### src/hdl/sa_array_pkg.sv
package sa_array_pkg;

    // grid geometry
    localparam int ARRAY_SIZE = 4;
    localparam int NUM_PE     = ARRAY_SIZE * ARRAY_SIZE;
    localparam int IDX_WIDTH  = $clog2(NUM_PE);

    // operand lanes and accumulators are signed
    localparam int DATA_WIDTH = 8;
    localparam int ACC_WIDTH  = 24;
    localparam int OUT_WIDTH  = 8;

    // last accepted beat to final sum in the bottom right PE
    localparam int FLUSH_CYCLES = 3 * ARRAY_SIZE - 1;
    localparam int FLUSH_WIDTH  = $clog2(FLUSH_CYCLES + 1);

    // sequencer states
    typedef enum logic [1:0] {
        IDLE  = 2'd0,
        FEED  = 2'd1,
        FLUSH = 2'd2,
        DRAIN = 2'd3
    } sa_state_t;

endpackage

### src/hdl/sa_pe.sv
`timescale 1ns/1ps

module sa_pe
    import sa_array_pkg::*;
(
    input  logic                         clk,
    input  logic                         rst_n,
    input  logic                         clr_acc,
    input  logic signed [DATA_WIDTH-1:0] a_in,
    input  logic signed [DATA_WIDTH-1:0] b_in,
    input  logic                         v_in,
    output logic signed [DATA_WIDTH-1:0] a_out,
    output logic signed [DATA_WIDTH-1:0] b_out,
    output logic                         v_out,
    output logic signed [ACC_WIDTH-1:0]  acc
);

    logic signed [2*DATA_WIDTH-1:0] prod;

    assign prod = a_in * b_in;

    // operands hop one cell per cycle
    always_ff @(posedge clk) begin
        a_out <= a_in;
        b_out <= b_in;
    end

    always_ff @(posedge clk or negedge rst_n) begin
        if (!rst_n) begin
            v_out <= 1'b0;
            acc   <= '0;
        end else if (clr_acc) begin
            v_out <= 1'b0;
            acc   <= '0;
        end else begin
            v_out <= v_in;
            if (v_in) begin
                acc <= acc + prod;
            end
        end
    end

    // a clear must never swallow a live operand pair
    a_no_valid_on_clear: assert property (
        @(posedge clk) disable iff (!rst_n) clr_acc |-> !v_in
    );

endmodule

### config.mk
export PLATFORM = sky130hd
export DESIGN_NAME = sa_pe
export DESIGN_NICKNAME = d
export VERILOG_FILES = /design/src/hdl/sa_array_pkg.sv /design/src/hdl/sa_pe.sv
export SDC_FILE = /design/constraint.sdc
export NUM_CORES = 1
export LEC_CHECK = 0
export BUFFER_PORTS_ARGS = -buffer_cell sky130_fd_sc_hd__buf_4
export CORE_MARGIN = 5
export CORE_UTILIZATION = 45
export CTS_CLUSTER_DIAMETER = 30
export DETAILED_ROUTE_END_ITERATION = 7
export PLACE_DENSITY = 0.65
export SKIP_LAST_GASP = 1
export SLEW_MARGIN = 0
export SYNTH_ARGS = -nofsm -noshare
export SYNTH_HDL_FRONTEND = slang
export SYNTH_SLANG_ARGS = --single-unit
### constraint.sdc
create_clock -name clk -period 4.1 [get_ports clk]
set_input_delay 0.205 -clock clk [delete_from_list [all_inputs] [get_ports clk]]
set_output_delay 0.205 -clock clk [all_outputs]
set_load 0.03 [all_outputs]
==> run summary <==
- number of violations of the max-capacitance limit: 0
- post-placement worst setup slack: -0.731 ns
- worst slew margin relative to its limit: 0.447
- share of post-route cells with drive strength above 1: 0.375
- share of flip-flops with an asynchronous set or reset: 0.610
- endpoint required time on the critical path: 4.29 ns
- average wire length per cell after detail routing: 16.9 um
- final instance area: 0.00762 mm^2
- routability-driven placement congestion ratio: 0.912
- global-route usage over all layers: 0.212
- number of global-route vias before repair: 4893
- Max H-tree Level: 2
- share of synthesized area occupied by flip-flops and latches: 0.172
- syn nets: 704
- Worst Tran Pin Value: 0.826 ns
- DIE WIDTH: 121 um
- predominant post-synthesis flop cell: sky130_fd_sc_hd__dfrtp_1
- area of the placeable core: 0.0120 mm^2
- final critical delay including setup and external delays: 4.57 ns
- clk_skew: 0.00771 ns
- worst path cell trace: fa_1 > inv_2 > fa_1 > inv_1 > fa_1 > fa_1 > ha_4 > ha_4 > a21oi_4 > o21ai_4 > a2111oi_4 > a211oi_4 > or2_0 > a2111oi_2
- number of synthesized flops with an enable pin: 0
- total instance count after detailed placement: 825
- number of instances on the worst hold path: 1
- gr ovfl total: 0
- violations in the final reports: negative setup slack
- commonest non-fill, non-tap cells in the layout: 167 x sky130_fd_sc_hd__buf_4, 99 x sky130_fd_sc_hd__fa_1, 93 x sky130_fd_sc_hd__inv_1
- total number of clock tree sinks: 41
- fillers: 978
- TritonCTS clock tree: done
- antenna cells: 0
- Fin Setup TNS: -5.01 ns
- critical hold path startpoint: b_in[7]
- total via count after detailed routing: 4350
- endpoint class of the critical path: flip-flop
- Total Die Area: 0.0146 mm^2
- top-level I/O count: 61
- final hold violations: 0
- RSZ-0062 raised after global routing: true
- post-detailed-placement cell area: 0.00710 mm^2
- initial DRC count: 158
- total of endpoints with negative setup slack in the final report: 15
- type of origin of the critical path: flip-flop
- post-route setup slack: -0.474 ns
- Mapped Avg Cell Area: 10.5 um^2
- number of design rule violations left after detail routing: 0
- status: complete, but fails checks
- type of the tightest min-delay check: in -> reg
- nets@finish: 878
- maximum number of buffers from clock root to sink: 2
- type of the worst setup path: reg -> reg
- reg-to-reg setup timing slack: -0.47 ns
- combined area of all synthesized cells: 0.00551 mm^2
- Warnings, synthesis: 0
- wire length reported by the detailed router: 14.3 mm
- WHS Endpoint: b_out[7]
- Arr. time, crit path: 4.76 ns
- Reg clk slew, reported paths: 0.07 ns
- most frequent standard cell in the layout excluding fill and tap cells: sky130_fd_sc_hd__buf_4
- iteration count of the initial detailed-routing pass: 4
- vertical die dimension: 121 um
- count of final max-slew check failures: 0
- clock buffer count from CTS: 5
- FF+latch count, synth: 41
- post-route insts no fill: 848
- initial core utilization: 0.459
- global-route wire length before repair: 24.4 mm
- most used cell along the critical path: sky130_fd_sc_hd__fa_1
- CTS Root Buffer Type: sky130_fd_sc_hd__clkbuf_16
- gate count after technology mapping: 526
- Largest stage delay, worst path: 0.56 ns
- number of antenna violations at the first check in global routing: 0
- antenna-violating nets left: 0
- clock insertion delay at the later pin of the skew report: 0.30 ns
- Row Count: 40
- Post-DP HPWL: 11.7 mm
- highest net fanout along the worst path: 4
- Crit-path slowest cell: sky130_fd_sc_hd__fa_1
- routed vias/inst: 5.13
- area growth from synthesis to layout: 38.3%
- post-route fraction of the period consumed by the critical path: 1.12
- f_max: 0.219 GHz
- Reg-to-Reg Start: acc[12]
- count of cell types in the netlist: 55
- maximum number of pins on one net before global-route repair: 26
- capturing point of the worst reg2reg path: acc[23]
- buffers added on ports: 60
- Register-to-Register Path Depth: 14
how the worst max path moves through the flow:
stage	slack (ns)	to	start
2_1_floorplan	-0.49	acc[22]	a_in[7]
4_1_cts	-0.43	acc[21]	acc[12]
6_report	-0.47	acc[23]	acc[12]
3_3_place_gp	-0.66	acc[22]	b_in[2]
3_5_place_dp	-0.73	acc[23]	a_in[7]
5_1_grt	-0.59	acc[22]	acc[6]
synthesized netlist by cell type (all sizes together), types with 5 or more instances:
cell	instances	share of area
nand2	33	0.023
dfxtp	16	0.058
o21ai	14	0.015
dfrtp	25	0.11
mux2i	7	0.013
ha	54	0.12
and2	33	0.037
a211oi	9	0.013
clkbuf	5	0.0034
nor2	30	0.022
nor3	7	0.0073
a21o	9	0.012
fa	104	0.38
a21oi	20	0.024
xnor2	11	0.017
inv	102	0.069
state kept, by name, indices dropped and copies added, names as in the netlist:
register	flops
acc	24
a_out	8
b_out	8
v_out	1
timing repair:
item / 4_1_cts / 5_1_grt
hold buffers: 1 / 0
pin swaps: 23 / 21
resized for setup: 25 / 28
endpoints found under the hold margin: 25 / 0
setup buffers: 4 / 13
endpoints found under the setup margin: 15 / 17
final cells by class:
class	count	area, um^2	share of cell area
Timing Repair Buffer	174	1340	0.176
Inverter	103	387	0.0507
Clock buffer	8	146	0.0192
Multi-Input combinational cell	375	4610	0.605
Sequential cell	41	953	0.125
Tap cell	147	184	0.0241
routing by layer:
layer	vias to the layer above	global-route usage	wire [um]
met5	-	0	0
met4	0	0.0453	193
met2	83	0.366	7230
li1	2028	-	-
met1	2222	0.285	6420
met3	17	0.0299	496
critical path, delay by kind of cell (launching register included):
family	cells	cell delay [ns]
and+or+nand+nor	1	0.24
buffers and inverters	2	0.09
DFF	1	0.42
AOI/OAI and AO/OA	5	1.18
adders and majority gates	6	2.53
metrics by stage:
step                 util  hold slack (ns)
floorplan               -          -0.0906
global placement    0.591            0.145
detailed placement  0.591            0.150
CTS                 0.615           0.0291
global route        0.635           0.0358
finish              0.635           0.0403
kinds of logic (layout without fill, tap and decap cells):
| kind of cell | count (synthesis) | in the layout | synth area share |
|---|---|---|---|
| adders and majority gates | 158 | 158 | 0.500 |
| and+or+nand+nor | 120 | 120 | 0.111 |
| buffers and inverters | 110 | 285 | 0.0763 |
| AOI/OAI and AO/OA | 77 | 77 | 0.108 |
| DFF | 41 | 41 | 0.172 |
| xor gates and xnor gates | 13 | 13 | 0.0207 |
| muxes | 7 | 7 | 0.0127 |
Power is not shown: default switching activity piles up to over one toggle a cycle in this logic, so the estimate is an artifact.
