$ cat src/hdl/sa_cfg_pkg.sv
package sa_cfg_pkg;

    // host register port
    localparam int REG_WIDTH = 8;

    // config field widths
    localparam int DEPTH_WIDTH = 8;
    localparam int SHIFT_WIDTH = 4;
    localparam int ADDR_WIDTH  = 8;

    // bit positions inside ctrl and status
    localparam int CTRL_START_BIT  = 0;
    localparam int STATUS_BUSY_BIT = 0;
    localparam int STATUS_DONE_BIT = 1;

    typedef enum logic [2:0] {
        REG_DEPTH    = 3'd0,
        REG_SHIFT    = 3'd1,
        REG_OUT_BASE = 3'd2,
        REG_CTRL     = 3'd3,
        REG_STATUS   = 3'd4
    } sa_reg_addr_t;

endpackage

$ cat src/hdl/sa_reg_file.sv
`timescale 1ns/1ps

module sa_reg_file
    import sa_cfg_pkg::*;
(
    input  logic                   clk,
    input  logic                   rst_n,
    input  sa_reg_addr_t           reg_addr,
    input  logic                   reg_wr,
    input  logic                   reg_rd,
    input  logic [REG_WIDTH-1:0]   reg_wdata,
    output logic [REG_WIDTH-1:0]   reg_rdata,
    input  logic                   busy,
    input  logic                   done_set,
    output logic                   start,
    output logic [DEPTH_WIDTH-1:0] depth,
    output logic [SHIFT_WIDTH-1:0] shift,
    output logic [ADDR_WIDTH-1:0]  out_base,
    output logic                   done
);

    logic                 cfg_wr;
    logic [REG_WIDTH-1:0] status;

    // config is frozen while a job runs
    assign cfg_wr = reg_wr && !busy;

    // start is a pulse straight off the write strobe
    assign start = reg_wr && (reg_addr == REG_CTRL) && reg_wdata[CTRL_START_BIT] && !busy;

    always_ff @(posedge clk or negedge rst_n) begin
        if (!rst_n) begin
            depth    <= '0;
            shift    <= '0;
            out_base <= '0;
        end else if (cfg_wr) begin
            case (reg_addr)
                REG_DEPTH:    depth    <= reg_wdata[DEPTH_WIDTH-1:0];
                REG_SHIFT:    shift    <= reg_wdata[SHIFT_WIDTH-1:0];
                REG_OUT_BASE: out_base <= reg_wdata[ADDR_WIDTH-1:0];
                default:      ;
            endcase
        end
    end

    // done is sticky until the next start
    always_ff @(posedge clk or negedge rst_n) begin
        if (!rst_n) begin
            done <= 1'b0;
        end else if (start) begin
            done <= 1'b0;
        end else if (done_set) begin
            done <= 1'b1;
        end
    end

    always_comb begin
        status                  = '0;
        status[STATUS_BUSY_BIT] = busy;
        status[STATUS_DONE_BIT] = done;
    end

    // read data holds until the next read
    always_ff @(posedge clk or negedge rst_n) begin
        if (!rst_n) begin
            reg_rdata <= '0;
        end else if (reg_rd) begin
            case (reg_addr)
                REG_DEPTH:    reg_rdata <= REG_WIDTH'(depth);
                REG_SHIFT:    reg_rdata <= REG_WIDTH'(shift);
                REG_OUT_BASE: reg_rdata <= REG_WIDTH'(out_base);
                REG_STATUS:   reg_rdata <= status;
                default:      reg_rdata <= '0;
            endcase
        end
    end

    // an accepted start always launches the sequencer on the next cycle
    a_start_launches: assert property (
        @(posedge clk) disable iff (!rst_n) start |=> busy
    );

endmodule

$ cat config.mk
export PLATFORM = sky130hd
export DESIGN_NAME = sa_reg_file
export DESIGN_NICKNAME = d
export VERILOG_FILES = /design/src/hdl/sa_cfg_pkg.sv /design/src/hdl/sa_reg_file.sv
export SDC_FILE = /design/constraint.sdc
export NUM_CORES = 1
export LEC_CHECK = 0
export BUFFER_PORTS_ARGS = -buffer_cell sky130_fd_sc_hd__buf_2
export CAP_MARGIN = 20
export CORE_MARGIN = 1
export CORE_UTILIZATION = 40
export DETAILED_ROUTE_END_ITERATION = 10
export GPL_ROUTABILITY_DRIVEN = 0
export PLACE_DENSITY = 0.82
export SYNTH_ARGS = -nofsm -noshare
export SYNTH_HDL_FRONTEND = slang
export SYNTH_SLANG_ARGS = --single-unit
$ cat constraint.sdc
create_clock -name clk -period 1.1 [get_ports clk]
set_input_delay 0.22 -clock clk [delete_from_list [all_inputs] [get_ports clk]]
set_output_delay 0.22 -clock clk [all_outputs]
set_load 0.005 [all_outputs]
==> impl_metrics.json <==
{
  "crit_arrival_ns": 0.95,
  "synth_area_leaders": "dfrtp_1 57%, mux2_2 20%, mux2i_1 4.8%, inv_1 2.1%, o22ai_1 2.0%",
  "grt_pass1_vias": 1062,
  "cts.path.max_buffers": 2,
  "drc": 0,
  "power_per_cell_area_nw_per_um2": 1730,
  "pwr-share-clk": 0.279,
  "rows": 20,
  "antenna_found_initial": 0,
  "drive_gt1_frac": 0.625,
  "synth_warnings": 0,
  "final_core_utilization": 0.629,
  "violations": "negative setup slack",
  "grt_pass1_wl_um": 5160,
  "post-dp-hpwl_um": 2320,
  "die_area_um2": 3380,
  "slew_violations": 0,
  "cts-htree-levels": 2,
  "relSlewSlack": 0.754,
  "synth.avg_cell_area_um2": 13.4,
  "fin_crit_sh": 1.07,
  "power.switching_uw": 871,
  "initial_utilization": 0.417,
  "overflow": 0,
  "crit_required_ns": 0.88,
  "grt_usage": 0.216,
  "vias": 1089,
  "netlist_instances": 94,
  "area_delta_synth_final_pct": 50.7,
  "tritoncts": "done",
  "synth_area_leader_cell": "dfrtp_1",
  "cts_sinks": 29,
  "worstMarginPinSlew_ns": 0.368,
  "seqPwrFrac": 0.425,
  "insertion_delay_ns": 0.33,
  "drtIter0Drc": 36,
  "wirelength_um": 3400,
  "synth_nets": 111,
  "min_period_ns": 1.17,
  "worst_ir_drop_vdd_mv": 0.668,
  "synth.yosys.seq_area_share": 0.575,
  "switching_share": 0.265,
  "synth_top_cell_area_share": 0.575,
  "hold_path_class": "input pin to register",
  "worstSetupPathType": "register to output pin",
  "wl_per_cell_um": 15.4,
  "crit_path_end_kind": "output pin",
  "num_antenna_cells": 0,
  "fin_setup_tns_ns": -0.223,
  "hold_viol": 0,
  "die_h_um": 58.2,
  "p_leak_nw": 0.968,
  "nets": 192,
  "critPathLaunchType": "register",
  "final_common_cell": "buf_2",
  "clk_pin_slew_worst_paths_ns": 0.09,
  "pwr-share-comb": 0.296,
  "max_cap_violations": 0,
  "first_pass_iters": 4,
  "power.internal_mw": 2.42,
  "hold_slack_ns": 0.132,
  "num_io_pins": 47,
  "setup_viol": 6,
  "clk_root_buffer_cell": "clkbuf_4",
  "fin_ws_ns": -0.0735,
  "most-common-layout-cells": "43 x buf_2, 29 x dfrtp_1, 26 x buf_4",
  "coreArea_um2": 3030,
  "max_freq_mhz": 852,
  "syn-cell-area_um2": 1260,
  "synth_cell_type_count": 20,
  "grt_max_degree": 18,
  "skew_ns": 0.00586,
  "ant_nets": 0,
  "layoutNonFillerInstCount": 220,
  "place_inst": 193,
  "viasPerCell": 4.95,
  "cts_made_buffers": 5,
  "outcome": "complete, but fails checks",
  "die_w_um": 58.2,
  "numPortBuffers": 46,
  "crit_fanout": 2,
  "ys_seq_elements": 29,
  "rsz0062_at_grt": "true",
  "power_mw": 3.29
}
==> cell type report <==
cell class                 count  area (µm²)
fill                         238        1120
clock buffer                   7        55.1
timing repair buffer          76         497
inverter                       7        26.3
multi-input combinational     56         514
tap                           44        55.1
clock inverter                 1        30.0
sequential                    29         726
==> cells in the mapped netlist <==
master / instances
buf_6: 1
nand2_2: 1
nand2b_1: 2
mux2i_1: 6
nand2_1: 3
mux2_2: 22
and4_1: 1
o22ai_1: 4
a221oi_1: 2
dfrtp_1: 29
nor3b_1: 1
nor2_1: 5
clkbuf_1: 1
a311oi_1: 2
nand3_2: 1
inv_1: 7
o221ai_1: 2
nor3b_4: 1
nor2b_1: 1
nand3_1: 2
==> timing repair <==
| action | CTS | global route |
|---|---|---|
| gates resized for setup | 6 | 3 |
| endpoints found under the hold margin | 12 | 0 |
| hold buffers | 1 | 0 |
| cloned | 0 | 0 |
| buffers inserted | 12 | 6 |
| pin swaps | 1 | 2 |
| setup endpoints to repair | 17 | 24 |
==> power groups by stage <==
stage	logic (mW)	clock network (mW)	registers, mW
4_1_cts	0.883	0.932	1.40
5_1_grt	1.05	0.973	1.42
3_3_place_gp	0.644	0	1.41
3_5_place_dp	0.672	0	1.44
2_1_floorplan	0.278	0	1.43
6_report	0.973	0.915	1.40
==> state kept, by name, indices dropped and copies added (netlist names) <==
name	cells
shift	4
done	1
depth	8
out_base	8
reg_rdata	8
==> critical path, cell delays in order (launching register included) <==
cell and delay [ns]:
dfrtp_1 0.40, buf_6 0.12, buf_6 0.10
==> kinds of logic (layout without fill, tap and decap cells) <==
family          after synthesis  in the layout  synth area share
compound gates               10             10            0.0615
simple gates                 18             18            0.0872
buf+inv                       9             91            0.0327
flops                        29             29             0.575
mux                          28             28             0.244
==> through the flow <==
| step | setup WS [ns] | instance area, µm² |
|---|---|---|
| finish | -0.0735 | 1900 |
| floorplan | 0.0313 | 1260 |
| global placement | -0.187 | 1630 |
| CTS | -0.0799 | 1850 |
| detailed placement | -0.247 | 1630 |
| global route | -0.114 | 1900 |
==> final timing paths <==
| path | start | end | slack [ns] | depth (start not counted) |
|---|---|---|---|---|
| worst max-delay path | out_base[0] | out_base[0] | -0.07 | 2 |
| min in group asynchronous | rst_n | depth[6] | 0.30 | 2 |
| worst max register to register | depth[0] | reg_rdata[0] | -0.05 | 3 |
| worst min register to register | reg_rdata[7] | reg_rdata[7] | 0.53 | 2 |
| max in group asynchronous | rst_n | done | 0.40 | 3 |
| worst min-delay path | reg_wdata[5] | out_base[5] | 0.13 | 2 |
==> routing by layer <==
| layer | vias up | wire, µm | GRT usage |
|---|---|---|---|
| met2 | 38 | 1790 | 0.378 |
| met5 | - | 0 | 0 |
| met4 | 0 | 71 | 0.109 |
| li1 | 504 | - | - |
| met3 | 6 | 165 | 0.0580 |
| met1 | 541 | 1380 | 0.242 |
(Power assumes the default switching activity.)
