`config.mk`:
```
export PLATFORM = sky130hd
export DESIGN_NAME = sa_skew_feeder
export DESIGN_NICKNAME = d
export VERILOG_FILES = /design/src/hdl/sa_array_pkg.sv /design/src/hdl/sa_skew_feeder.sv
export SDC_FILE = /design/constraint.sdc
export NUM_CORES = 1
export LEC_CHECK = 0
export ABC_AREA = 1
export BUFFER_PORTS_ARGS = -buffer_cell sky130_fd_sc_hd__buf_2
export CAP_MARGIN = 20
export CORE_MARGIN = 3
export CORE_UTILIZATION = 40
export DETAILED_ROUTE_END_ITERATION = 8
export GPL_ROUTABILITY_DRIVEN = 0
export HOLD_SLACK_MARGIN = 0.15
export PLACE_DENSITY = 0.74
export SLEW_MARGIN = 15
export SYNTH_ARGS = -nofsm -noshare
export SYNTH_HDL_FRONTEND = slang
export SYNTH_SLANG_ARGS = --single-unit
```
`constraint.sdc`:
```
create_clock -name clk -period 1.3 [get_ports clk]
set_input_delay 0.26 -clock clk [delete_from_list [all_inputs] [get_ports clk]]
set_output_delay 0.26 -clock clk [all_outputs]
set_load 0.01 [all_outputs]
```
`src/hdl/sa_array_pkg.sv`:
```
package sa_array_pkg;

    // grid geometry
    localparam int ARRAY_SIZE = 4;
    localparam int NUM_PE     = ARRAY_SIZE * ARRAY_SIZE;
    localparam int IDX_WIDTH  = $clog2(NUM_PE);

    // operand lanes and accumulators are signed
    localparam int DATA_WIDTH = 8;
    localparam int ACC_WIDTH  = 24;
    localparam int OUT_WIDTH  = 8;

    // last accepted beat to final sum in the bottom right PE
    localparam int FLUSH_CYCLES = 3 * ARRAY_SIZE - 1;
    localparam int FLUSH_WIDTH  = $clog2(FLUSH_CYCLES + 1);

    // sequencer states
    typedef enum logic [1:0] {
        IDLE  = 2'd0,
        FEED  = 2'd1,
        FLUSH = 2'd2,
        DRAIN = 2'd3
    } sa_state_t;

endpackage

```
`src/hdl/sa_skew_feeder.sv`:
```
`timescale 1ns/1ps

module sa_skew_feeder
    import sa_array_pkg::*;
(
    input  logic                             clk,
    input  logic                             rst_n,
    input  logic                             clr_acc,
    input  logic                             beat_valid,
    input  logic [ARRAY_SIZE*DATA_WIDTH-1:0] w_vec,
    input  logic [ARRAY_SIZE*DATA_WIDTH-1:0] i_vec,
    output logic [ARRAY_SIZE*DATA_WIDTH-1:0] w_row,
    output logic [ARRAY_SIZE-1:0]            w_row_valid,
    output logic [ARRAY_SIZE*DATA_WIDTH-1:0] i_col,
    output logic [ARRAY_SIZE-1:0]            i_col_valid
);

    for (genvar l = 0; l < ARRAY_SIZE; l++) begin : lane
        if (l == 0) begin : g_direct
            // lane 0 enters the grid without delay
            assign w_row[0 +: DATA_WIDTH] = w_vec[0 +: DATA_WIDTH];
            assign i_col[0 +: DATA_WIDTH] = i_vec[0 +: DATA_WIDTH];
            assign w_row_valid[0]         = beat_valid;
            assign i_col_valid[0]         = beat_valid;
        end else begin : g_delay
            logic [DATA_WIDTH-1:0] w_sr [l];
            logic [DATA_WIDTH-1:0] i_sr [l];
            logic [l-1:0]          v_sr;

            always_ff @(posedge clk) begin
                w_sr[0] <= w_vec[l*DATA_WIDTH +: DATA_WIDTH];
                i_sr[0] <= i_vec[l*DATA_WIDTH +: DATA_WIDTH];
                for (int k = 1; k < l; k++) begin
                    w_sr[k] <= w_sr[k-1];
                    i_sr[k] <= i_sr[k-1];
                end
            end

            // weight and input share one skew, so one valid line per lane
            always_ff @(posedge clk or negedge rst_n) begin
                if (!rst_n) begin
                    v_sr <= '0;
                end else if (clr_acc) begin
                    v_sr <= '0;
                end else begin
                    v_sr[0] <= beat_valid;
                    for (int k = 1; k < l; k++) begin
                        v_sr[k] <= v_sr[k-1];
                    end
                end
            end

            assign w_row[l*DATA_WIDTH +: DATA_WIDTH] = w_sr[l-1];
            assign i_col[l*DATA_WIDTH +: DATA_WIDTH] = i_sr[l-1];
            assign w_row_valid[l]                    = v_sr[l-1];
            assign i_col_valid[l]                    = v_sr[l-1];
        end
    end

endmodule

```
==> summary.md <==
| Metric | Value |
|---|---|
| Status | finished clean |
| Worst Path Required | 1.57 ns |
| CTS sink count | 99 |
| Slew @ Worst Pin | 0.0997 ns |
| IO Port Bufs | 107 |
| WL final | 4.03 mm |
| Post-synthesis sequential area ratio | 82.4% |
| Num CTS Buffers | 9 |
| DRT Pass-1 Iters | 2 |
| Final Skew | 0.00910 ns |
| Largest stage delay on the critical path | 0.54 ns |
| Cell with the most instances after synthesis | dfxtp_1 |
| RSZ-0062 raised after global routing | no |
| Row count | 27 |
| Minimum clock period | 1.27 ns |
| Core box area | 5680 um2 |
| Global Route Usage Sum | 12.3% |
| Total gr overflow | 0 |
| Die H | 83.9 um |
| Mux contribution to synthesized area | 0% |
| Final net count | 342 |
| Hold Path Class | in2async |
| Area delta synth->final | 38.5% |
| Slew Limit Fails | 0 |
| Synthesized Nets | 227 |
| Dpl hpwl | 2.46 mm |
| CP bufs+invs | 3 |
| Final hold vios | 0 |
| Post-Synth Simple-Gate Area | 0.464% |
| Top cell by count, worst path | dlygate4sd3_1 |
| Fill count | 460 |
| CTS max path bufs | 2 |
| DR DRC count | 0 |
| Critical-path cell list | dlygate4sd3_1 > buf_2 > nor2_1 > dlygate4sd3_1 |
| Synthesis-stage register bit count | 99 |
| Via/cell ratio | 3.75 |
| Die Area | 7030 um2 |
| Post-CTS sizing | 0 |
| Area of placed instances | 2650 um2 |
| Synth cell count leaders | dfxtp_1 (96), buf_4 (54), dfrtp_1 (3), inv_1 (3), nor2_1 (3) |
| Antenna Nets Post-Route | 0 |
| Post-synthesis compound-gate area fraction | 0% |
| Post-Synth XOR/XNOR Area | 0% |
| H-tree depth | 3 |
| Clock slew at reported path FFs | 0.08 ns |
| CP endpoint kind | flip-flop |
| CP max FO | 3 |
| CTS tree | built |
| First-pass GRT wire length | 6.42 mm |
| Final Instance Area | 3360 um2 |
| Max-Cap Viols | 0 |
| Synth area leaders | dfxtp_1 (79%), buf_4 (17%), dfrtp_1 (3.1%) |
| Post-synth ARST share | 3.03% |
| Max VDD drop | 915 uV |
| Arrival @ worst endpoint | 1.55 ns |
| Area share of the largest cell type after synthesis | 79.3% |
| Post-synth EDFFs | 0 |
| Share of cells above drive strength 1 | 43.7% |
| Synth area leader | dfxtp_1 |
| Postcts setup bufs | 0 |
| Leakage | 1.61 nW |
| Yosys warns | 0 |
| Starting density of the core | 42.7% |
| I/O Pins | 140 |
| Pin count of the biggest net entering global routing | 17 |
| Crit share post-route | 98.0% |
| Post-Synthesis Cell Area | 2420 um2 |
| Top_reg_cell synth | dfxtp_1 |
| CP max stage cell | dlygate4sd3_1 |
| Number of diodes | 0 |
| Drt initial violations | 7 |
| CP Class | in2reg |
| FF+latch area | 2000 um2 |
| Post-synthesis average cell area | 15.3 um2 |
| Setup violators final | 0 |
| Number of global-route vias before repair | 1461 |
| CTS root buf | clkbuf_8 |
| Via Count | 1317 |
| Largest family of logic cells by synthesized area | buffers and inverters |
| Die width | 83.9 um |
| CP top delay family | buffers and inverters |
| Clk Latency, worst-skew pair | 0.34 ns |
| Setup TNS | 0 ns |
| Worst R2R Setup Slack | 0.71 ns |
| Slew margin rel. | 93.4% |
| Type of origin of the critical path | input pin |
| Multi-input combinational cell area | 11.3 um2 |
| Peak Freq | 0.785 GHz |
| Mapped Cells | 159 |
| Distinct cell type count after synthesis | 5 |
| Pwr Density | 1630 nW/um2 |
| Synth Area in Adders | 0% |
| Initial antenna violation count | 0 |
| Average wire per standard cell | 11.5 um |
-- registers in the layout (all words and copies together) (netlist names) --
register / flops
lane.g_delay.i_sr: 48
lane.g_delay.w_sr: 48
lane.g_delay.v_sr: 3
-- routing by layer --
metal  global-route usage [%]  vias up  wire, um
met5                        0        -         0
li1                         -      658         -
met2                     21.5       80      2070
met3                     5.92        8       445
met1                     10.9      571      1440
met4                     8.48        0        79
-- power by group --
| part | total [mW] | switching [mW] | internal, mW |
|---|---|---|---|
| combinational | 0.335 | 0.124 | 0.212 |
| sequential | 3.23 | 0.0351 | 3.19 |
| clock | 1.91 | 0.959 | 0.953 |
| total | 5.48 | 1.12 | 4.36 |
-- through the flow --
step	util [%]	std cells	setup slack [ns]	hold slack, ns	total power [mW]
floorplan	-	159	0.488	-0.0356	3.48
global placement	46.6	284	0.540	0.0538	3.51
detailed placement	46.6	284	0.519	0.0576	3.52
CTS	59.2	351	0.0500	0.212	5.55
global route	59.2	351	0.0207	0.220	5.72
finish	59.2	351	0.0264	0.244	5.48
-- logic make-up after synthesis --
family                 count (synthesis)
AND/OR/NAND/NOR                        3
flip-flops                            99
buffers and inverters                 57
-- path summary, 6_finish.rpt --
check	startpoint	endpoint	cells after the start
setup / recovery	clr_acc	lane[2].g_delay.v_sr[0]$_DFF_PN0_	4
max in group asynchronous	rst_n	lane[3].g_delay.v_sr[1]$_DFF_PN0_	2
hold reg to reg	lane[3].g_delay.w_sr[0][4]$_DFF_P_	lane[3].g_delay.w_sr[0][12]$_DFF_P_	0
min in group clk	lane[3].g_delay.w_sr[0][4]$_DFF_P_	lane[3].g_delay.w_sr[0][12]$_DFF_P_	0
hold / removal	rst_n	lane[2].g_delay.v_sr[0]$_DFF_PN0_	2
setup reg to reg	lane[2].g_delay.v_sr[0]$_DFF_PN0_	lane[3].g_delay.v_sr[1]$_DFF_PN0_	2
-- final cells by class --
cell class                 count  share of cell area, %
multi-input combinational      3                  0.335
timing repair buffer         158                   31.1
inverter                       3                  0.335
tap                           72                   2.68
sequential                    99                   59.5
clock buffer                  11                   4.21
clock inverter                 5                   1.83
-- cells in the final DEF, fill, tap and decap left out --
cell type        n
buf_2          107
inv_6            1
clkbuf_8        10
clkinv_2         1
clkinv_4         2
dlygate4sd3_1   51
bufinv_16        1
nor2_1           3
inv_1            3
dfxtp_1         96
clkbuf_1         1
dfrtp_1          3
-- worst register-to-register path, stage by stage (launching register included) --
cell,delay (ns)
dfrtp_1,0.40
inv_1,0.06
nor2_1,0.03
-- what timing repair did --
item,CTS,global route
hold buffers,51,0
endpoints found under the setup margin,0,0
endpoints found under the hold margin,54,0
(Power assumes the default switching activity.)
