`src/hdl/sa_array_pkg.sv`:
```
package sa_array_pkg;

    // grid geometry
    localparam int ARRAY_SIZE = 4;
    localparam int NUM_PE     = ARRAY_SIZE * ARRAY_SIZE;
    localparam int IDX_WIDTH  = $clog2(NUM_PE);

    // operand lanes and accumulators are signed
    localparam int DATA_WIDTH = 8;
    localparam int ACC_WIDTH  = 24;
    localparam int OUT_WIDTH  = 8;

    // last accepted beat to final sum in the bottom right PE
    localparam int FLUSH_CYCLES = 3 * ARRAY_SIZE - 1;
    localparam int FLUSH_WIDTH  = $clog2(FLUSH_CYCLES + 1);

    // sequencer states
    typedef enum logic [1:0] {
        IDLE  = 2'd0,
        FEED  = 2'd1,
        FLUSH = 2'd2,
        DRAIN = 2'd3
    } sa_state_t;

endpackage

```
`src/hdl/sa_cfg_pkg.sv`:
```
package sa_cfg_pkg;

    // host register port
    localparam int REG_WIDTH = 8;

    // config field widths
    localparam int DEPTH_WIDTH = 8;
    localparam int SHIFT_WIDTH = 4;
    localparam int ADDR_WIDTH  = 8;

    // bit positions inside ctrl and status
    localparam int CTRL_START_BIT  = 0;
    localparam int STATUS_BUSY_BIT = 0;
    localparam int STATUS_DONE_BIT = 1;

    typedef enum logic [2:0] {
        REG_DEPTH    = 3'd0,
        REG_SHIFT    = 3'd1,
        REG_OUT_BASE = 3'd2,
        REG_CTRL     = 3'd3,
        REG_STATUS   = 3'd4
    } sa_reg_addr_t;

endpackage

```
`src/hdl/sa_controller.sv`:
```
`timescale 1ns/1ps

module sa_controller
    import sa_array_pkg::*;
    import sa_cfg_pkg::*;
(
    input  logic                   clk,
    input  logic                   rst_n,
    input  logic                   start,
    input  logic [DEPTH_WIDTH-1:0] depth,
    input  logic                   data_rdy_in,
    input  logic                   drain_busy,
    output logic                   feed_en,
    output logic                   beat_valid,
    output logic                   clr_acc,
    output logic                   capture,
    output logic                   busy,
    output logic                   done_set
);

    sa_state_t               state;
    sa_state_t               state_nxt;
    logic [DEPTH_WIDTH-1:0]  beat_cnt;
    logic [DEPTH_WIDTH-1:0]  depth_eff;
    logic [FLUSH_WIDTH-1:0]  flush_cnt;
    logic                    last_beat;
    logic                    flush_end;

    // a depth of zero runs a single beat
    assign depth_eff = (depth == '0) ? DEPTH_WIDTH'(1) : depth;

    assign feed_en    = (state == FEED);
    assign beat_valid = feed_en && data_rdy_in;
    assign last_beat  = beat_valid && (beat_cnt == depth_eff - 1'b1);
    assign flush_end  = (state == FLUSH) && (flush_cnt == FLUSH_WIDTH'(1));

    assign clr_acc  = (state == IDLE) && start;
    assign capture  = flush_end;
    assign busy     = (state != IDLE);
    assign done_set = (state == DRAIN) && !drain_busy;

    always_ff @(posedge clk or negedge rst_n) begin
        if (!rst_n) begin
            state <= IDLE;
        end else begin
            state <= state_nxt;
        end
    end

    always_comb begin
        state_nxt = state;
        case (state)
            IDLE: begin
                if (start) begin
                    state_nxt = FEED;
                end
            end
            FEED: begin
                if (last_beat) begin
                    state_nxt = FLUSH;
                end
            end
            FLUSH: begin
                if (flush_end) begin
                    state_nxt = DRAIN;
                end
            end
            DRAIN: begin
                // drain_busy drops on the last result
                if (!drain_busy) begin
                    state_nxt = IDLE;
                end
            end
            default: state_nxt = IDLE;
        endcase
    end

    // accepted beats of the current job
    always_ff @(posedge clk or negedge rst_n) begin
        if (!rst_n) begin
            beat_cnt <= '0;
        end else if (clr_acc) begin
            beat_cnt <= '0;
        end else if (beat_valid) begin
            beat_cnt <= beat_cnt + 1'b1;
        end
    end

    // loaded on the last beat and counted down through FLUSH
    always_ff @(posedge clk or negedge rst_n) begin
        if (!rst_n) begin
            flush_cnt <= '0;
        end else if (last_beat) begin
            flush_cnt <= FLUSH_WIDTH'(FLUSH_CYCLES);
        end else if (state == FLUSH) begin
            flush_cnt <= flush_cnt - 1'b1;
        end
    end

    // depth must hold still while beats are being counted
    a_beat_within_depth: assert property (
        @(posedge clk) disable iff (!rst_n) feed_en |-> (beat_cnt < depth_eff)
    );

    // the drain only runs while the sequencer waits in DRAIN
    a_drain_in_drain_state: assert property (
        @(posedge clk) disable iff (!rst_n) drain_busy |-> (state == DRAIN)
    );

endmodule

```
`config.mk`:
```
export PLATFORM = sky130hd
export DESIGN_NAME = sa_controller
export DESIGN_NICKNAME = d
export VERILOG_FILES = /design/src/hdl/sa_array_pkg.sv /design/src/hdl/sa_cfg_pkg.sv /design/src/hdl/sa_controller.sv
export SDC_FILE = /design/constraint.sdc
export NUM_CORES = 1
export LEC_CHECK = 0
export BUFFER_PORTS_ARGS = -buffer_cell sky130_fd_sc_hd__buf_2
export CORE_ASPECT_RATIO = 0.75
export CORE_MARGIN = 2
export CORE_UTILIZATION = 40
export DETAILED_ROUTE_END_ITERATION = 8
export PLACE_DENSITY_LB_ADDON = 0.15
export SLEW_MARGIN = 10
export SYNTH_ARGS = -nofsm -noshare
export SYNTH_HDL_FRONTEND = slang
export SYNTH_SLANG_ARGS = --single-unit
```
`constraint.sdc`:
```
create_clock -name clk -period 2.5 [get_ports clk]
set_input_delay 0.125 -clock clk [delete_from_list [all_inputs] [get_ports clk]]
set_output_delay 0.125 -clock clk [all_outputs]
set_load 0.01 [all_outputs]
```
==> results of run 1 <==
==> final cells by class <==
class | instances | share of cell area
Sequential cell | 14 | 0.2489
Tap cell | 36 | 0.03200
Multi-Input combinational cell | 105 | 0.5129
Clock buffer | 4 | 0.03911
Inverter | 10 | 0.02667
Timing Repair Buffer | 32 | 0.1404
==> worst min-delay path by stage <==
stage / startpoint / to / slack (ns) / cells after the start
2_1_floorplan: rst_n / beat_cnt[0]$_DFFE_PN0P_ / -0.17 / 0
3_3_place_gp: rst_n / beat_cnt[3]$_DFFE_PN0P_ / 0.03 / 1
3_5_place_dp: rst_n / beat_cnt[1]$_DFFE_PN0P_ / 0.04 / 1
4_1_cts: rst_n / beat_cnt[1]$_DFFE_PN0P_ / 0.31 / 2
5_1_grt: rst_n / beat_cnt[1]$_DFFE_PN0P_ / 0.35 / 2
6_report: rst_n / beat_cnt[1]$_DFFE_PN0P_ / 0.30 / 2
==> cells in the final DEF, fill, tap and decap left out, types with 2 or more instances in the layout <==
cell      netlist  final
buf_2           0     18
nor2_1         14     14
dfrtp_1        14     14
nand2_1        13     13
buf_4           0     13
inv_1          10     10
xnor2_1         9      9
ha_1            9      9
a21oi_1         6      6
xor2_1          6      6
o21ai_0         5      5
clkbuf_8        0      4
nor3_1          3      3
and2_1          3      3
nand4_1         3      3
nand2b_1        3      3
nand3_1         3      3
nor4_1          2      2
or3b_1          2      2
or3_1           2      2
nand3b_1        2      2
a31oi_1         2      2
mux2i_1         2      2
==> power by group through the flow <==
stage               registers (mW)  clock network [mW]  logic [mW]
global placement             0.381                   0       0.584
detailed placement           0.379                   0       0.594
CTS                          0.377               0.223       0.604
finish                       0.377               0.219       0.602
global route                 0.389               0.234       0.692
floorplan                    0.361                   0       0.426
==> through the flow <==
step	hold slack, ns	instance area [um^2]	total power, mW	setup WS, ns	instances
final	0.3035	1408	1.198	0.2763	201
after global routing	0.3516	1408	1.314	0.1725	201
after CTS	0.3127	1408	1.203	0.2684	201
after detailed placement	0.04009	1343	0.9731	0.02075	196
after global placement	0.03269	1343	0.9651	0.05304	196
after floorplan	-0.1706	1121	0.7865	0.1161	132
==> registers in the layout, indices dropped and copies added (netlist names) <==
signal	count
beat_cnt	8
flush_cnt	4
state	2
==> synth_stat cells (all sizes together) <==
cell type and n:
xnor2 9, a311o 1, dfrtp 14, or3 2, nor3 3, nand2 13
mux2i 2, o211a 1, inv 10, ha 9, nand3 3, o2111ai 1
or4 2, a21o 1, o32a 1, a211oi 1, clkbuf 3, or2 1
a21oi 6, and2 3, a222oi 1, o31ai 1, nand4 3, or2b 1
or3b 3, nor3b 1, nor2 14, xor2 6, nor4 2, nand3b 2
o21ai 6, nand2b 3, a31oi 2, nor2b 1
==> metal layers <==
layer  vias to the layer above  wire length [um]  track usage
met1                       474              1262       0.2375
met5                         -                 0            0
met2                        20              1081       0.2766
met4                         0                 0      0.04167
met3                         0               122      0.02283
li1                        522                 -            -
==> cells by family after synthesis <==
family,synth area share
and+or+nand+nor,0.2701
AOI/OAI and AO/OA,0.1384
xor gates and xnor gates,0.1172
DFF,0.3125
buffers and inverters,0.04353
adders and majority gates,0.1004
muxes,0.01786
==> what timing repair did <==
item	4_1_cts	5_1_grt
buffers inserted	0	0
hold buffers	1	0
setup endpoints to repair	0	0
hold endpoints to repair	14	0
==> summary.md, run 1 <==
| Metric | Value |
|---|---|
| Outcome | complete, no violations |
| Yosys warning total | 0 |
| Area contributors post-synth | dfrtp_1 (31%), ha_1 (10%), xnor2_1 (7.0%), nor2_1 (4.7%), xor2_1 (4.7%) |
| Final hold vios | 0 |
| Setup slack, reg-to-reg | approximately 0.31 ns |
| GP Congestion | ~0.82 |
| IO buf count | 18 |
| Psw | ~480 uW |
| Via count | 1016 |
| Layout cell share with drive strength beyond 1 | 0.2364 |
| First-pass GRT wire length | approximately 4300 um |
| Syn-to-layout area delta | 25.56% |
| Max-slew violations | 0 |
| Antenna-violating nets left | 0 |
| #FFs+latches synth | 14 |
| P_leak | roughly 0.67 nW |
| Initial core utilization | 0.4242 |
| Max-capacitance violation count | 0 |
| Chip width | approximately 65 um |
| Logic pwr share | 0.503 |
| RR Startpoint | flush_cnt[1]$_DFFE_PN0P_ |
| Final core utilization | 0.5327 |
| Root buffer cell | clkbuf_8 |
| CP required | about 2.6 ns |
| Cells after Synth | about 130 |
| Multi-input gate area | between 700 and 800 um^2 |
| Delay-heaviest family, CP | simple AND/OR/NAND/NOR gates |
| GRT Util Overall | 0.1692 |
| Clk Latency, worst-skew pair | around 0.24 ns |
| Clock tree buffer depth | 2 |
| Crit share post-route | 0.8895 |
| RSZ-0062 raised after global routing | no |
| Worst path depth | 10 |
| Starting DRT DRC Count | 52 |
| Syn Nets | ~150 |
| Vias in the first global route | 1022 |
| Num CTS Buffers | 3 |
| Final setup violation count | 0 |
| WS Path Type | in -> reg |
| RR Endpoint | state[0]$_DFFE_PN0P_ |
| Pre-Repair DR Iteration Count | 4 |
| Crit. End Element | flip-flop |
| Sink Count | 14 |
| CP max stage cell | or4_4 |
| Worst setup path end | flush_cnt[2]$_DFFE_PN0P_ |
| Largest net degree at the start of global routing | 15 |
| Netlist Area Pre-Place | 0.001121 mm^2 |
| Inserted Diodes | 0 |
| Crit path cell chain | buf_2 > nor3_1 > a21oi_1 > ha_1 > or3b_4 > or4_4 > a211oi_2 > o2111ai_2 > or2_1 > and2_1 |
| Top cell type by total area after synthesis | dfrtp_1 |
| Clock share of power | 0.183 |
| Share of power burned in registers | 0.314 |
| Post-CTS sizing | 0 |
| Vias per cell | between 5 and 6 |
| TritonCTS clock tree | yes |
| Fmax achieved | around 450 MHz |
| Initial antenna violation count | 0 |
| Core area | roughly 0.0026 mm^2 |
| Final Critical Period | 2.224 ns |
| Hold Path Class | in -> async |
| Maximum vdd drop | roughly 0.38 mV |
| Slew headroom | 0.5829 |
| Fillers | 265 |
| Gr ovfl total | 0 |
| Actual slew at the worst max-slew pin | 0.6233 ns |
| Die ar. | 0.003247 mm^2 |
| # IOs | 19 |
| Worst-path clk slew | ~0.060 ns |
| Top cell type's share of synthesized area | 0.3125 |
| CP startpoint | depth[5] |
| Sequential standard cell area | roughly 350 um^2 |
| Synth cell types | 37 |
| Worst Setup Start Kind | input port |
| Switch share | 0.3977 |
| Synthesized area per cell | ~8.5 um^2 |
| Drt wl/cell | 12.27 um |
| Total negative slack | 0 ns |
| CP max FO | 4 |
| Routed WL | ~2500 um |
| Critical Path AT | 2.35 ns |
| CTS HTree Levels | 1 |
| Worst path max stage delay | 0.49 ns |
| Detailed placement HPWL | between 1500 and 2000 um |
| Fin Clk Skew | between 0.0015 and 0.002 ns |
| Die height | around 50 um |
| Fin nets | between 150 and 200 |
| Residual DRC | 0 |
| R2R depth | 7 |
| Row count | 16 |
| Buf/Inv on CP | 1 |
| Sequential fraction of the synthesis area | 0.3125 |
| Internal | a little over 700 uW |
| PwrDens | 851.1 mW/mm^2 |
Note: power is estimated with default switching activity, not from simulation.
==> run 2, diff against run 1 <==
==> constraint.sdc (replaced) <==
create_clock -name clk -period 2.5 [get_ports clk]
set_input_delay 0.5 -clock clk [delete_from_list [all_inputs] [get_ports clk]]
set_output_delay 0.5 -clock clk [all_outputs]
set_load 0.01 [all_outputs]
==> run 2 against run 1 <==
Against the previous run:
- the flow now finishes with violations (setup timing)
- clock skew about the same
- global-route usage up 1.7 points
- final cell count is 2.5% higher
- power is 1.8% higher
- design area is 9.8% higher
- die area is the same
- sequential share of layout area shrank 2.2 points
- count of clock-buffer cells in the layout unchanged
- largest cell class unchanged
- largest power group unchanged
==> summary.md, run 2 (synthesis results as in run 1) <==
| Metric | Value |
|---|---|
| Outcome | finished with violations |
| Failing checks | setup timing |
| Final Worst Setup Slack | -0.06566 ns |
| Row count | 16 |
| Maximum vdd drop | roughly 0.48 mV |
| Initial core utilization | 0.4242 |
| Drt wl/cell | about 13 um |
| Root buffer cell | clkbuf_8 |
| P_leak | around 0.72 nW |
| Final Critical Period | around 2.6 ns |
| Residual DRC | 0 |
| Clk Latency, worst-skew pair | between 0.2 and 0.25 ns |
| Post-Layout Cell Count | slightly above 200 |
| RR Startpoint | flush_cnt[1]$_DFFE_PN0P_ |
| Via count | 1064 |
| IO buf count | 18 |
| Vias in the first global route | 1111 |
| TritonCTS clock tree | yes |
| Setup slack, reg-to-reg | between 0.2 and 0.3 ns |
| Largest register by flop count | beat_cnt |
| Chip width | between 60 and 70 um |
| Commonest non-fill, non-tap cell in the layout | buf_4 |
| Detailed placement HPWL | around 2100 um |
| Largest net degree at the start of global routing | 15 |
| Core area | about 0.0026 mm^2 |
| RR Endpoint | state[0]$_DFFE_PN0P_ |
| Critical Path AT | 2.68 ns |
| Multi-input gate area | about 760 um^2 |
| Fmax achieved | 389.8 MHz |
| Power, Total | between 1 and 1.5 mW |
| Max FFs per register | 8 |
| Commonest non-fill, non-tap cells in the layout | buf_4 (19), nor2_1 (14), dfrtp_1 (14), nand2_1 (12), buf_2 (11) |
| Sequential standard cell area | around 350 um^2 |
| Sink Count | 14 |
| Worst-path clk slew | about 0.06 ns |
| Die ar. | between 0.003 and 0.004 mm^2 |
| Inserted Diodes | 0 |
| Vias per cell | 5.165 |
| Layout cell share with drive strength beyond 1 | 0.3059 |
| WS Path Type | in -> reg |
| First-pass GRT wire length | 4712 um |
| Gr ovfl total | 0 |
| CP max FO | 3 |
| Biggest regs | beat_cnt: 8 flops, flush_cnt: 4 flops, state: 2 flops |
| Crit. End Element | flip-flop |
| Die height | around 50 um |
| # IOs | 19 |
| Max-capacitance violation count | 0 |
| Final setup violation count | 3 |
| Crit share post-route | 1.026 |
| Dpl cells | roughly 200 |
| R2R depth | 7 |
| PwrDens | around 800 mW/mm^2 |
| Fin nets | ~190 |
| CTS HTree Levels | 1 |
| Actual slew at the worst max-slew pin | between 0.4 and 0.5 ns |
| Num CTS Buffers | 3 |
| Pre-Repair DR Iteration Count | 4 |
| Syn-to-layout area delta | 37.83% |
| Final hold vios | 0 |
| GRT Util Overall | 0.1859 |
| Total negative slack | -0.1475 ns |
| Clock tree buffer depth | 2 |
| RSZ-0062 raised after global routing | yes |
| Max-slew violations | 0 |
| Worst Setup Start Kind | input port |
| GP Congestion | between 0.7 and 0.8 |
| Hold Path Class | in -> async |
| Antenna-violating nets left | 0 |
| Fillers | ~250 |
| Initial antenna violation count | 0 |
| Starting DRT DRC Count | 45 |
| Fin Clk Skew | 0.002117 ns |
| Routed WL | 2596 um |
| Slew headroom | 0.7291 |
| CP required | between 2 and 3 ns |
-- run 2: cell types whose count changed in the layout (fill, tap and decap cells not counted), moves of 2 or more --
cell / before / now
buf_4: 13 / 19
buf_6: 0 / 2
buf_2: 18 / 11
buf_8: 0 / 5
-- run 2: layout make-up --
type                            count  share of cell area
Clock buffer                        4             0.03563
Tap cell                           36             0.02915
Sequential cell                    14              0.2267
Timing Repair Buffer               37              0.1911
Multi-Input combinational cell    105              0.4931
Inverter                           10             0.02429
-- run 2: critical path, stage by stage --
cell	delay, ns
buf_8	0.08
nor3_4	0.04
a21oi_2	0.16
ha_2	0.20
or3b_4	0.38
or4_4	0.49
a211oi_2	0.24
o2111ai_2	0.15
nand3_1	0.09
or3b_1	0.36
-- run 2: worst max-delay path by stage --
stage	from	to	cells after the start
6_report	depth[6]	state[0]$_DFFE_PN0P_	10
5_1_grt	depth[6]	state[1]$_DFFE_PN0P_	11
4_1_cts	depth[6]	state[1]$_DFFE_PN0P_	11
3_5_place_dp	depth[3]	state[0]$_DFFE_PN0P_	10
3_3_place_gp	depth[3]	state[0]$_DFFE_PN0P_	10
2_1_floorplan	depth[2]	state[0]$_DFFE_PN0P_	9
-- run 2: through the flow --
| stage | utilization | setup WS, ns | cell area (um^2) | hold WS [ns] |
|---|---|---|---|---|
| floorplan | - | -0.2259 | 1147 | 0.2044 |
| finish | 0.5848 | -0.06566 | 1545 | 0.1405 |
| CTS | 0.5800 | -0.03733 | 1533 | 0.1471 |
| global route | 0.5848 | -0.1714 | 1545 | 0.1487 |
| detailed placement | 0.5237 | -0.4436 | 1384 | 0.4074 |
| global placement | 0.5237 | -0.3333 | 1384 | 0.4066 |
-- run 2: report_power, final --
group,internal [mW],switching (mW),total [mW]
Sequential,0.301,0.0737,0.375
Combinational,0.305,0.324,0.629
Clock,0.139,0.0762,0.215
-- run 2: what timing repair did --
action                                  4_1_cts  5_1_grt
pin swaps                                     8        2
endpoints found under the setup margin        6        3
hold buffers                                  0        0
buffers inserted                              3        1
gates resized for setup                      19        2
hold endpoints to repair                      0        0
-- run 2: per-layer routing --
| metal | global-route usage | part of all wire | vias to the layer above |
|---|---|---|---|
| met3 | 0.03196 | 0.044 | 6 |
| met2 | 0.3196 | 0.48 | 21 |
| met4 | 0.05903 | 0.011 | 0 |
| li1 | - | - | 531 |
| met1 | 0.2385 | 0.46 | 506 |
| met5 | 0 | 0 | - |
